==> src/hw/axi_down_pkg.sv <==
package axi_down_pkg;

    // ******************************
    // Bus widths
    // ******************************
    localparam int ADDR_W        = 32;
    localparam int ID_W          = 4;
    localparam int LEN_W         = 8;
    localparam int RESP_W        = 2;

    localparam int WIDE_DATA_W   = 64;
    localparam int NARROW_DATA_W = 32;
    localparam int WIDE_STRB_W   = WIDE_DATA_W / 8;
    localparam int NARROW_STRB_W = NARROW_DATA_W / 8;

    // Narrow beats per wide beat
    localparam int DOWN_RATIO    = WIDE_DATA_W / NARROW_DATA_W;
    localparam int SLICE_W       = (DOWN_RATIO > 1) ? $clog2(DOWN_RATIO) : 1;

    // Width of the outstanding write counter
    localparam int OUTST_W       = 4;

    typedef enum logic {
        OWNER_M0 = 1'b0,
        OWNER_M1 = 1'b1
    } owner_e;

    typedef enum logic {
        SER_IDLE = 1'b0,
        SER_SEND = 1'b1
    } ser_state_e;

endpackage

==> src/hw/axi_wr_if.sv <==
`timescale 1ns/1ps

interface axi_wr_if #(
    parameter int DATA_W = axi_down_pkg::WIDE_DATA_W
);
    // Write address channel
    logic                              awvalid;
    logic                              awready;
    logic [axi_down_pkg::ID_W-1:0]     awid;
    logic [axi_down_pkg::ADDR_W-1:0]   awaddr;
    logic [axi_down_pkg::LEN_W-1:0]    awlen;

    // Write data channel
    logic                              wvalid;
    logic                              wready;
    logic [DATA_W-1:0]                 wdata;
    logic [DATA_W/8-1:0]               wstrb;
    logic                              wlast;

    // Write response channel
    logic                              bvalid;
    logic                              bready;
    logic [axi_down_pkg::ID_W-1:0]     bid;
    logic [axi_down_pkg::RESP_W-1:0]   bresp;

    modport mstr (
        output awvalid, awid, awaddr, awlen,
        output wvalid, wdata, wstrb, wlast,
        output bready,
        input  awready, wready, bvalid, bid, bresp
    );

    modport slv (
        input  awvalid, awid, awaddr, awlen,
        input  wvalid, wdata, wstrb, wlast,
        input  bready,
        output awready, wready, bvalid, bid, bresp
    );

endinterface

==> src/hw/master_select.sv <==
`timescale 1ns/1ps

module master_select (
    input  logic                                  clk_i,
    input  logic                                  reset_i,
    input  logic                                  mstr_sel_i,

    // Master 0
    input  logic                                  m0_awvalid_i,
    output logic                                  m0_awready_o,
    input  logic [axi_down_pkg::ID_W-1:0]         m0_awid_i,
    input  logic [axi_down_pkg::ADDR_W-1:0]       m0_awaddr_i,
    input  logic [axi_down_pkg::LEN_W-1:0]        m0_awlen_i,
    input  logic                                  m0_wvalid_i,
    output logic                                  m0_wready_o,
    input  logic [axi_down_pkg::WIDE_DATA_W-1:0]  m0_wdata_i,
    input  logic [axi_down_pkg::WIDE_STRB_W-1:0]  m0_wstrb_i,
    input  logic                                  m0_wlast_i,
    output logic                                  m0_bvalid_o,
    input  logic                                  m0_bready_i,
    output logic [axi_down_pkg::ID_W-1:0]         m0_bid_o,
    output logic [axi_down_pkg::RESP_W-1:0]       m0_bresp_o,

    // Master 1
    input  logic                                  m1_awvalid_i,
    output logic                                  m1_awready_o,
    input  logic [axi_down_pkg::ID_W-1:0]         m1_awid_i,
    input  logic [axi_down_pkg::ADDR_W-1:0]       m1_awaddr_i,
    input  logic [axi_down_pkg::LEN_W-1:0]        m1_awlen_i,
    input  logic                                  m1_wvalid_i,
    output logic                                  m1_wready_o,
    input  logic [axi_down_pkg::WIDE_DATA_W-1:0]  m1_wdata_i,
    input  logic [axi_down_pkg::WIDE_STRB_W-1:0]  m1_wstrb_i,
    input  logic                                  m1_wlast_i,
    output logic                                  m1_bvalid_o,
    input  logic                                  m1_bready_i,
    output logic [axi_down_pkg::ID_W-1:0]         m1_bid_o,
    output logic [axi_down_pkg::RESP_W-1:0]       m1_bresp_o,

    axi_wr_if.mstr                                bus_o
);

    axi_down_pkg::owner_e                owner_q;
    logic [axi_down_pkg::OUTST_W-1:0]    outst_cnt_q;
    logic                                own_m1;
    logic                                cnt_full;
    logic                                aw_hs;
    logic                                b_hs;

    assign own_m1   = (owner_q == axi_down_pkg::OWNER_M1);
    assign cnt_full = &outst_cnt_q;
    assign aw_hs    = bus_o.awvalid & bus_o.awready;
    assign b_hs     = bus_o.bvalid & bus_o.bready;

    // ******************************
    // Ownership and outstanding bursts
    // ******************************
    always_ff @(posedge clk_i) begin
        if (reset_i) begin
            owner_q <= axi_down_pkg::OWNER_M0;
        end else if (outst_cnt_q == '0 && !aw_hs) begin
            owner_q <= axi_down_pkg::owner_e'(mstr_sel_i);
        end
    end

    always_ff @(posedge clk_i) begin
        if (reset_i) begin
            outst_cnt_q <= '0;
        end else begin
            case ({aw_hs, b_hs})
                2'b10:   outst_cnt_q <= outst_cnt_q + 1'b1;
                2'b01:   outst_cnt_q <= outst_cnt_q - 1'b1;
                default: outst_cnt_q <= outst_cnt_q;
            endcase
        end
    end

    // ******************************
    // Request mux
    // ******************************
    // AW is held off once the counter is saturated
    assign bus_o.awvalid = (own_m1 ? m1_awvalid_i : m0_awvalid_i) & ~cnt_full;
    assign bus_o.awid    = own_m1 ? m1_awid_i   : m0_awid_i;
    assign bus_o.awaddr  = own_m1 ? m1_awaddr_i : m0_awaddr_i;
    assign bus_o.awlen   = own_m1 ? m1_awlen_i  : m0_awlen_i;
    assign bus_o.wvalid  = own_m1 ? m1_wvalid_i : m0_wvalid_i;
    assign bus_o.wdata   = own_m1 ? m1_wdata_i  : m0_wdata_i;
    assign bus_o.wstrb   = own_m1 ? m1_wstrb_i  : m0_wstrb_i;
    assign bus_o.wlast   = own_m1 ? m1_wlast_i  : m0_wlast_i;
    assign bus_o.bready  = own_m1 ? m1_bready_i : m0_bready_i;

    // Non-owner sees no ready and no response
    assign m0_awready_o = ~own_m1 & bus_o.awready & ~cnt_full;
    assign m1_awready_o =  own_m1 & bus_o.awready & ~cnt_full;
    assign m0_wready_o  = ~own_m1 & bus_o.wready;
    assign m1_wready_o  =  own_m1 & bus_o.wready;
    assign m0_bvalid_o  = ~own_m1 & bus_o.bvalid;
    assign m1_bvalid_o  =  own_m1 & bus_o.bvalid;

    assign m0_bid_o   = bus_o.bid;
    assign m0_bresp_o = bus_o.bresp;
    assign m1_bid_o   = bus_o.bid;
    assign m1_bresp_o = bus_o.bresp;

endmodule

==> src/hw/aw_convert.sv <==
`timescale 1ns/1ps

module aw_convert (
    input  logic                             clk_i,
    input  logic                             reset_i,
    axi_wr_if.slv                            bus_i,
    output logic                             n_awvalid_o,
    input  logic                             n_awready_i,
    output logic [axi_down_pkg::ID_W-1:0]    n_awid_o,
    output logic [axi_down_pkg::ADDR_W-1:0]  n_awaddr_o,
    output logic [axi_down_pkg::LEN_W-1:0]   n_awlen_o
);

    logic         slot_full_q;
    logic         aw_hs;
    logic [31:0]  len_scaled;

    assign bus_i.awready = ~slot_full_q;
    assign aw_hs         = bus_i.awvalid & ~slot_full_q;

    // Narrow beat count is the wide count times the ratio
    assign len_scaled = (32'(bus_i.awlen) + 32'd1) * axi_down_pkg::DOWN_RATIO - 32'd1;

    always_ff @(posedge clk_i) begin
        if (reset_i) begin
            slot_full_q <= 1'b0;
        end else if (aw_hs) begin
            slot_full_q <= 1'b1;
        end else if (n_awvalid_o && n_awready_i) begin
            slot_full_q <= 1'b0;
        end
    end

    always_ff @(posedge clk_i) begin
        if (aw_hs) begin
            n_awid_o   <= bus_i.awid;
            n_awaddr_o <= bus_i.awaddr;
            n_awlen_o  <= len_scaled[axi_down_pkg::LEN_W-1:0];
        end
    end

    assign n_awvalid_o = slot_full_q;

endmodule

==> src/hw/w_serialize.sv <==
`timescale 1ns/1ps

module w_serialize (
    input  logic                                    clk_i,
    input  logic                                    reset_i,
    axi_wr_if.slv                                   bus_i,
    output logic                                    n_wvalid_o,
    input  logic                                    n_wready_i,
    output logic [axi_down_pkg::NARROW_DATA_W-1:0]  n_wdata_o,
    output logic [axi_down_pkg::NARROW_STRB_W-1:0]  n_wstrb_o,
    output logic                                    n_wlast_o
);

    axi_down_pkg::ser_state_e                  state_q;
    logic [axi_down_pkg::SLICE_W-1:0]          slice_q;
    logic [axi_down_pkg::WIDE_DATA_W-1:0]      data_q;
    logic [axi_down_pkg::WIDE_STRB_W-1:0]      strb_q;
    logic                                      last_q;
    logic                                      w_hs;
    logic                                      n_hs;
    logic                                      last_slice;

    assign bus_i.wready = (state_q == axi_down_pkg::SER_IDLE);
    assign w_hs         = bus_i.wvalid & bus_i.wready;
    assign n_wvalid_o   = (state_q == axi_down_pkg::SER_SEND);
    assign n_hs         = n_wvalid_o & n_wready_i;
    assign last_slice   = (32'(slice_q) == axi_down_pkg::DOWN_RATIO - 1);

    // ******************************
    // Slice sequencer
    // ******************************
    always_ff @(posedge clk_i) begin
        if (reset_i) begin
            state_q <= axi_down_pkg::SER_IDLE;
            slice_q <= '0;
        end else begin
            case (state_q)
                axi_down_pkg::SER_IDLE: begin
                    if (w_hs) begin
                        state_q <= axi_down_pkg::SER_SEND;
                        slice_q <= '0;
                    end
                end
                axi_down_pkg::SER_SEND: begin
                    if (n_hs) begin
                        if (last_slice) begin
                            state_q <= axi_down_pkg::SER_IDLE;
                            slice_q <= '0;
                        end else begin
                            slice_q <= slice_q + 1'b1;
                        end
                    end
                end
                default: state_q <= axi_down_pkg::SER_IDLE;
            endcase
        end
    end

    // Wide beat held for the whole serialization
    always_ff @(posedge clk_i) begin
        if (w_hs) begin
            data_q <= bus_i.wdata;
            strb_q <= bus_i.wstrb;
            last_q <= bus_i.wlast;
        end
    end

    // Lower slice first
    assign n_wdata_o = data_q[slice_q * axi_down_pkg::NARROW_DATA_W +: axi_down_pkg::NARROW_DATA_W];
    assign n_wstrb_o = strb_q[slice_q * axi_down_pkg::NARROW_STRB_W +: axi_down_pkg::NARROW_STRB_W];
    assign n_wlast_o = n_wvalid_o & last_q & last_slice;

endmodule

==> src/hw/axi_down_wrap.sv <==
`timescale 1ns/1ps

module axi_down_wrap (
    input  logic                                    clk_i,
    input  logic                                    reset_i,
    input  logic                                    mstr_sel_i,

    // Master 0, wide
    input  logic                                    m0_awvalid_i,
    output logic                                    m0_awready_o,
    input  logic [axi_down_pkg::ID_W-1:0]           m0_awid_i,
    input  logic [axi_down_pkg::ADDR_W-1:0]         m0_awaddr_i,
    input  logic [axi_down_pkg::LEN_W-1:0]          m0_awlen_i,
    input  logic                                    m0_wvalid_i,
    output logic                                    m0_wready_o,
    input  logic [axi_down_pkg::WIDE_DATA_W-1:0]    m0_wdata_i,
    input  logic [axi_down_pkg::WIDE_STRB_W-1:0]    m0_wstrb_i,
    input  logic                                    m0_wlast_i,
    output logic                                    m0_bvalid_o,
    input  logic                                    m0_bready_i,
    output logic [axi_down_pkg::ID_W-1:0]           m0_bid_o,
    output logic [axi_down_pkg::RESP_W-1:0]         m0_bresp_o,

    // Master 1, wide
    input  logic                                    m1_awvalid_i,
    output logic                                    m1_awready_o,
    input  logic [axi_down_pkg::ID_W-1:0]           m1_awid_i,
    input  logic [axi_down_pkg::ADDR_W-1:0]         m1_awaddr_i,
    input  logic [axi_down_pkg::LEN_W-1:0]          m1_awlen_i,
    input  logic                                    m1_wvalid_i,
    output logic                                    m1_wready_o,
    input  logic [axi_down_pkg::WIDE_DATA_W-1:0]    m1_wdata_i,
    input  logic [axi_down_pkg::WIDE_STRB_W-1:0]    m1_wstrb_i,
    input  logic                                    m1_wlast_i,
    output logic                                    m1_bvalid_o,
    input  logic                                    m1_bready_i,
    output logic [axi_down_pkg::ID_W-1:0]           m1_bid_o,
    output logic [axi_down_pkg::RESP_W-1:0]         m1_bresp_o,

    // Memory controller, narrow
    output logic                                    n_awvalid_o,
    input  logic                                    n_awready_i,
    output logic [axi_down_pkg::ID_W-1:0]           n_awid_o,
    output logic [axi_down_pkg::ADDR_W-1:0]         n_awaddr_o,
    output logic [axi_down_pkg::LEN_W-1:0]          n_awlen_o,
    output logic                                    n_wvalid_o,
    input  logic                                    n_wready_i,
    output logic [axi_down_pkg::NARROW_DATA_W-1:0]  n_wdata_o,
    output logic [axi_down_pkg::NARROW_STRB_W-1:0]  n_wstrb_o,
    output logic                                    n_wlast_o,
    input  logic                                    n_bvalid_i,
    output logic                                    n_bready_o,
    input  logic [axi_down_pkg::ID_W-1:0]           n_bid_i,
    input  logic [axi_down_pkg::RESP_W-1:0]         n_bresp_i
);

    axi_wr_if #(.DATA_W(axi_down_pkg::WIDE_DATA_W)) wide_bus ();

    // ******************************
    // Owner select and downsizer
    // ******************************
    master_select u_master_select (
        .bus_o (wide_bus),
        .*
    );

    aw_convert u_aw_convert (
        .bus_i (wide_bus),
        .*
    );

    w_serialize u_w_serialize (
        .bus_i (wide_bus),
        .*
    );

    // Responses pass straight through
    assign wide_bus.bvalid = n_bvalid_i;
    assign wide_bus.bid    = n_bid_i;
    assign wide_bus.bresp  = n_bresp_i;
    assign n_bready_o      = wide_bus.bready;

endmodule

==> config.mk <==
export PLATFORM = sky130hd
export DESIGN_NAME = axi_down_wrap
export DESIGN_NICKNAME = d
export VERILOG_FILES = /design/src/hw/axi_down_pkg.sv /design/src/hw/axi_wr_if.sv /design/src/hw/master_select.sv /design/src/hw/aw_convert.sv /design/src/hw/w_serialize.sv /design/src/hw/axi_down_wrap.sv
export SDC_FILE = /design/constraint.sdc
export NUM_CORES = 1
export LEC_CHECK = 0
export BUFFER_PORTS_ARGS = -buffer_cell sky130_fd_sc_hd__buf_2
export CAP_MARGIN = 20
export CELL_PAD_IN_SITES_DETAIL_PLACEMENT = 1
export CELL_PAD_IN_SITES_GLOBAL_PLACEMENT = 1
export CORE_ASPECT_RATIO = 0.5
export CORE_UTILIZATION = 33
export DETAILED_ROUTE_END_ITERATION = 8
export MAX_ROUTING_LAYER = met4
export PLACE_DENSITY_LB_ADDON = 0.12
export SKIP_LAST_GASP = 1
export SLEW_MARGIN = 20
export SYNTH_ARGS = -nofsm -noshare
export SYNTH_HDL_FRONTEND = slang
export SYNTH_SLANG_ARGS = --single-unit
==> constraint.sdc <==
create_clock -name clk_i -period 5.4 [get_ports clk_i]
set_clock_uncertainty 0.2 [all_clocks]
set_input_delay 0.27 -clock clk_i [delete_from_list [all_inputs] [get_ports clk_i]]
set_output_delay 0.27 -clock clk_i [all_outputs]
set_load 0.03 [all_outputs]
==> results by group, run 1 <==
Logic synthesis
  – Main synth FF type: edfxtp_1
  – Count of cell types in the netlist: 42
  – Seq/Total Area, Yosys: 59.05%
  – YS warnings: 0
  – Synth area leader: edfxtp_1
  – Synthesis-stage register bit count: 124
  – Ys async rst share: 0%
  – Avg Synthesized Cell Area: 15.70 um2
  – Synth Instances: 393
  – Post-synth top area share: 56.46%
  – Number of synthesized flops with an enable pin: 116
  – Post-Syn Area: 0.006170 mm2
  – Syn nets: 650
  – Synth area leaders: edfxtp_1 (56%), mux2_2 (27%), dfxtp_1 (2.6%)

Floorplanning
  – Die H: 98.69 um
  – Chip Width: 195.4 um
  – IO Pins: 354
  – Initial Util: 34.61%
  – Row count: 34

Placement
  – DP Wirelength: 12,400 um
  – PortBufs: 332
  – Placed cells: 928
  – DP Worst Slack: 2.554 ns
  – GP Congestion: 0.7411

Clocking
  – CTS Buffer Depth: 2
  – Inserted Clock Buffers: 17
  – Clock sink total: 124
  – Post-CTS setup buffers: 0
  – H-tree Lvls: 4
  – Post-cts resize count: 0
  – CTS root buf: clkbuf_16
  – Hold Buf Count CTS: 194

Run status
  – Failed at: clock tree synthesis
  – Run status: aborted with a tool error
  – Stop err: [ERROR RSZ-0060] Max buffer count reached.
==> cell usage after synthesis, drive strengths merged (2+ instances only) <==
master,count
and3b,2
nand3b,2
and2,3
dfxtp,8
nor2b,4
o21ai,4
nor4,2
inv,2
mux2i,7
and3,2
clkbuf,4
xnor2,6
edfxtp,116
ha,5
a21oi,8
xor2,7
mux2,149
nor2,11
nand2,7
buf,30
==> kinds of logic after synthesis <==
logic type                 Yosys count  synth area share (%)
AOI/OAI and AO/OA                   15                 1.460
and+or+nand+nor                     43                 4.624
DFF                                124                 59.05
buffers and inverters               36                 3.610
muxes                              156                 28.33
other                                1               0.06078
adders and majority gates            5                 1.014
xor gates and xnor gates            13                 1.845
==> through the flow <==
| step | util (%) | cell area, um2 | hold WS [ns] |
|---|---|---|---|
| 2_1_floorplan | - | 6170 | 0.2139 |
| 3_3_place_gp | 44.64 | 7956 | 0.2801 |
| 3_5_place_dp | 44.64 | 7956 | 0.2902 |
==> inputs of run 2 (changes only) <==
- CELL_PAD_IN_SITES_DETAIL_PLACEMENT: 1 -> unset
- CELL_PAD_IN_SITES_GLOBAL_PLACEMENT: 1 -> unset
- CORE_ASPECT_RATIO: 0.5 -> unset
- CORE_UTILIZATION: 33 -> 20
- MAX_ROUTING_LAYER: met4 -> unset
- PLACE_DENSITY_LB_ADDON: 0.12 -> 0.15
==> run 2 against run 1 <==
  * The flow now finishes without violations
  * Area after synthesis unchanged
  * Synthesized cell count unchanged
==> results by group, run 2 <==
Routing
  – DRC marker count from the first detailed-route iteration: 132
  – Final ANT Viol Nets: 0
  – Routed wire length: 18,290 um
  – Drt drc: 0
  – Wirelength per Cell: 13.67 um
  – Via count: 5,170
  – Drt first pass iters: 4
  – Vias per Instance: 3.864

Logic synthesis
  – Count of cell types in the netlist: 42 (unchanged)
  – Commonest cells post-synth: mux2_2 (149), edfxtp_1 (116), buf_4 (13)
  – Avg Synthesized Cell Area: 15.70 um2 (unchanged)
  – Ys async rst share: 0% (unchanged)
  – Post-synth top area share: 56.46% (unchanged)
  – Synth area leaders: edfxtp_1 (56%), mux2_2 (27%), dfxtp_1 (2.6%)
  – Syn nets: 650 (unchanged)
  – Main synth FF type: edfxtp_1
  – Post-Syn Area: 0.006170 mm2 (unchanged)
  – Seq/Total Area, Yosys: 59.05% (unchanged)
  – Cell with the most instances after synthesis: mux2_2
  – Number of synthesized flops with an enable pin: 116 (unchanged)
  – YS warnings: 0 (unchanged)
  – Synthesis-stage register bit count: 124 (unchanged)
  – Synth Instances: 393 (unchanged)
  – Synth area leader: edfxtp_1

Floorplanning
  – Die H: 177.6 um (+80%)
  – Initial Util: 20.60% (-14 points)
  – Chip Width: 177.6 um (-9.1%)
  – IO Pins: 354 (unchanged)
  – Row count: 63 (+85%)
  – Die area: 0.03155 mm2
  – Core ar.: 0.02995 mm2

Global route
  – Initial antenna violation count: 0
  – Number of global-route vias before repair: 5,319
  – Gr usage total: 11.37%
  – GRT overflow: 0
  – First-pass GRT wire length: 27,160 um
  – Largest net degree at the start of global routing: 76

Timing
  – Final setup fails: 0
  – Tcrit/Tclk final: 59.73%
  – Minimum clock period: 3.225 ns
  – Setup total negative slack: 0 ns
  – Hold Violations, Final: 0
  – Worst-margin pin slew: 1.022 ns
  – RSZ-0062 raised after global routing: false
  – Worst rel slew slack: 31.89%
  – Max Transition Viols Final: 0
  – Max Freq: 0.3100 GHz

Clocking
  – CTS tree: done
  – Clock transition at path regs: 0.06 ns
  – Post-cts resize count: 0 (unchanged)
  – Inserted Clock Buffers: 17 (unchanged)
  – Hold Buf Count CTS: 221 (+14%)
  – Clock latency on the worst-skew pair: 0.41 ns
  – CTS Buffer Depth: 2 (unchanged)
  – CTS root buf: clkbuf_16
  – Clock sink total: 124 (unchanged)
  – H-tree Lvls: 4 (unchanged)
  – Post-CTS setup buffers: 0 (unchanged)

Setup path
  – Setup crit end kind: flop
  – Max FO, Critical Path: 70
  – Crit-path leading delay family: buffers and inverters
  – Worst Path Required: 5.35 ns
  – Critical path class: flop to flop
  – Crit start category: flop
  – Bufs and invs on worst path: 2
  – Slowest stage cell, crit path: dfxtp_4
  – Crit path largest cell delay: 0.93 ns
  – Worst-path cell chain: buf_4, mux2_2, dlygate4sd3_1
  – Worst Path Arrival: 3.17 ns

Power
  – Lkg Pwr: 4.521 nW
  – Logic pwr share: 34.2%
  – Worst VDD drop: 0.1565 mV
  – Cell Int Power: 2.571 mW
  – NetSw: 1.159 mW
  – Switching Fraction: 31.07%
  – Clock Power Share: 28.6%
  – Final total power: 3.730 mW
  – Power Density: 341.4 mW/mm2
  – Sequential share of power: 37.3%

Layout
  – Area delta synth->final: 77.10%
  – Share of layout cells above drive strength 1: 55.59%
  – Max FFs per register: 64
  – Fillers: 3,022
  – Antenna Cells: 0
  – Most flop-heavy register: u_w_serialize.data_q
  – Largest regs: u_w_serialize.data_q x64, u_aw_convert.n_awaddr_o x32, u_w_serialize.strb_q x8
  – Final nets: 1,194
  – Commonest non-fill, non-tap cell in the layout: buf_2
  – Most frequent cells in the layout: buf_2 (332), dlygate4sd3_1 (224), mux2_2 (149)
  – Finished Cell Area: 0.01093 mm2

Placement
  – GP Congestion: 0.7188 (-3.0%)
  – PortBufs: 332 (unchanged)
  – Dpl cell area: 0.008139 mm2 (+2.3%)
  – DP Wirelength: 12,550 um (+1.2%)

Job
  – Max-cap violation count: 0

Min path
  – Hold WC Path Type: input port to flop

Run status
  – Run status: completed
run 2: final cells by class:
cell class	count	area, um2	share of cell area, %
Inverter	2	7.507	0.06871
Timing Repair Buffer	559	3926	35.93
Tap cell	390	488.0	4.466
Sequential cell	124	3649	33.39
Clock inverter	13	120.1	1.099
Clock buffer	17	425.4	3.893
Multi-Input combinational cell	233	2311	21.15
run 2: cell families (layout without fill, tap and decap cells):
kind of cell | count (synthesis) | in the layout | synth area share (%)
mux | 156 | 156 | 28.33
flops | 124 | 124 | 59.05
simple gates | 43 | 43 | 4.624
buf+inv | 36 | 591 | 3.610
compound gates | 15 | 15 | 1.460
xor+xnor | 13 | 13 | 1.845
fa+ha+maj | 5 | 5 | 1.014
other cells | 1 | 1 | 0.06078
run 2: worst paths after layout:
path,slack (ns),end,cells after the start,startpoint
setup / recovery,2.17,u_w_serialize.data_q[0],3,u_master_select.own_m1
setup reg to reg,2.17,u_w_serialize.data_q[0],3,u_master_select.own_m1
hold reg to reg,0.35,u_master_select.outst_cnt_q[3],2,u_master_select.outst_cnt_q[3]
hold / removal,0.07,u_aw_convert.n_awlen_o[1],2,m1_awlen_i[0]
run 2: worst register-to-register path, cell delays in order, from the launching register on:
cell           delay [ns]
dfxtp_4              0.93
buf_4                0.76
mux2_2               0.51
dlygate4sd3_1        0.57
run 2: metrics by stage:
step	hold slack, ns	worst slack (ns)	utilization (%)	instances
floorplan	0.2139	0.9106	-	393
global placement	0.2874	2.260	27.17	1084
detailed placement	0.2968	2.297	27.17	1084
CTS	0.0005849	2.116	36.38	1335
global route	0.07478	1.965	36.48	1338
finish	0.07420	2.175	36.48	1338
run 2: per-layer routing:
| layer | global-route usage (%) | up-vias | routed length (um) |
|---|---|---|---|
| met3 | 2.956 | 19 | 937 |
| met2 | 21.44 | 147 | 10010 |
| met5 | 0 | - | 0 |
| li1 | - | 2562 | - |
| met4 | 4.345 | 0 | 351 |
| met1 | 11.93 | 2442 | 6987 |
run 2: power groups by stage:
| stage | sequential [mW] | clock (mW) | combinational (mW) |
|---|---|---|---|
| 2_1_floorplan | 1.49 | 0 | 0.658 |
| 3_3_place_gp | 1.41 | 0 | 1.04 |
| 3_5_place_dp | 1.41 | 0 | 1.04 |
| 4_1_cts | 1.39 | 1.12 | 1.29 |
| 5_1_grt | 1.41 | 1.15 | 1.38 |
| 6_report | 1.39 | 1.07 | 1.27 |
Power figures use the tool's default switching activity.
==> inputs of run 3 (changes only) <==
- clock period: 5.4 -> 2.7 ns (I/O delays scaled with it)
==> run 3 against run 2 <==
  * The flow now stops in clock tree synthesis
  * Area after synthesis stayed put
  * Synthesized cell count stayed put
==> results by group, run 3 <==
Placement
  – GP Congestion: 0.6888 (-4.2%)
  – DP Wirelength: 12,560 um (about the same)
  – PortBufs: 332 (unchanged)

Clocking
  – Post-CTS setup buffers: 0 (unchanged)
  – Hold Buf Count CTS: 226 (+2.3%)
  – Post-cts resize count: 0 (unchanged)
  – CTS Buffer Depth: 2 (unchanged)
  – Clock sink total: 124 (unchanged)
  – H-tree Lvls: 4 (unchanged)
  – Inserted Clock Buffers: 17 (unchanged)
  – CTS root buf: clkbuf_16

Run status
  – Failed at: clock tree synthesis
  – Stop err: [ERROR RSZ-0060] Max buffer count reached.
  – Run status: aborted with a tool error

Floorplanning
  – Initial Util: 20.60% (unchanged)
  – IO Pins: 354 (unchanged)
  – Die H: 177.6 um (unchanged)
  – Chip Width: 177.6 um (unchanged)
  – Row count: 63 (unchanged)

Logic synthesis
  – Post-synth top area share: 56.46% (unchanged)
  – Post-Syn Area: 0.006170 mm2 (unchanged)
  – Number of synthesized flops with an enable pin: 116 (unchanged)
  – Seq/Total Area, Yosys: 59.05% (unchanged)
  – Commonest cells post-synth: mux2_2 (149), edfxtp_1 (116), buf_4 (13)
  – Syn nets: 650 (unchanged)
  – Synthesis-stage register bit count: 124 (unchanged)
  – Synth area leaders: edfxtp_1 (56%), mux2_2 (27%), dfxtp_1 (2.6%)
  – Cell with the most instances after synthesis: mux2_2
  – Synth area leader: edfxtp_1
  – Count of cell types in the netlist: 42 (unchanged)
  – YS warnings: 0 (unchanged)
  – Main synth FF type: edfxtp_1
  – Avg Synthesized Cell Area: 15.70 um2 (unchanged)
  – Synth Instances: 393 (unchanged)
  – Ys async rst share: 0% (unchanged)
run 3: cell counts after synthesis:
Identical to the previous run, type by type.
run 3: kinds of logic after synthesis:
kind of cell / Yosys count / share of synthesized area, %
AO/OA/AOI/OAI: 15 / 1.460
adder cells (fa/ha/maj): 5 / 1.014
buffers and inverters: 36 / 3.610
flip-flops: 124 / 59.05
multiplexers: 156 / 28.33
XOR/XNOR: 13 / 1.845
other: 1 / 0.06078
AND/OR/NAND/NOR: 43 / 4.624
run 3: through the flow:
stage                     worst slack (ns)  hold slack, ns  area (um2)  cells  utilization (%)
after floorplan                   0.002516         0.07894        6187    393                -
after global placement              0.2959         0.07032        8228   1090            27.47
after detailed placement            0.2868         0.07032        8228   1090            27.47
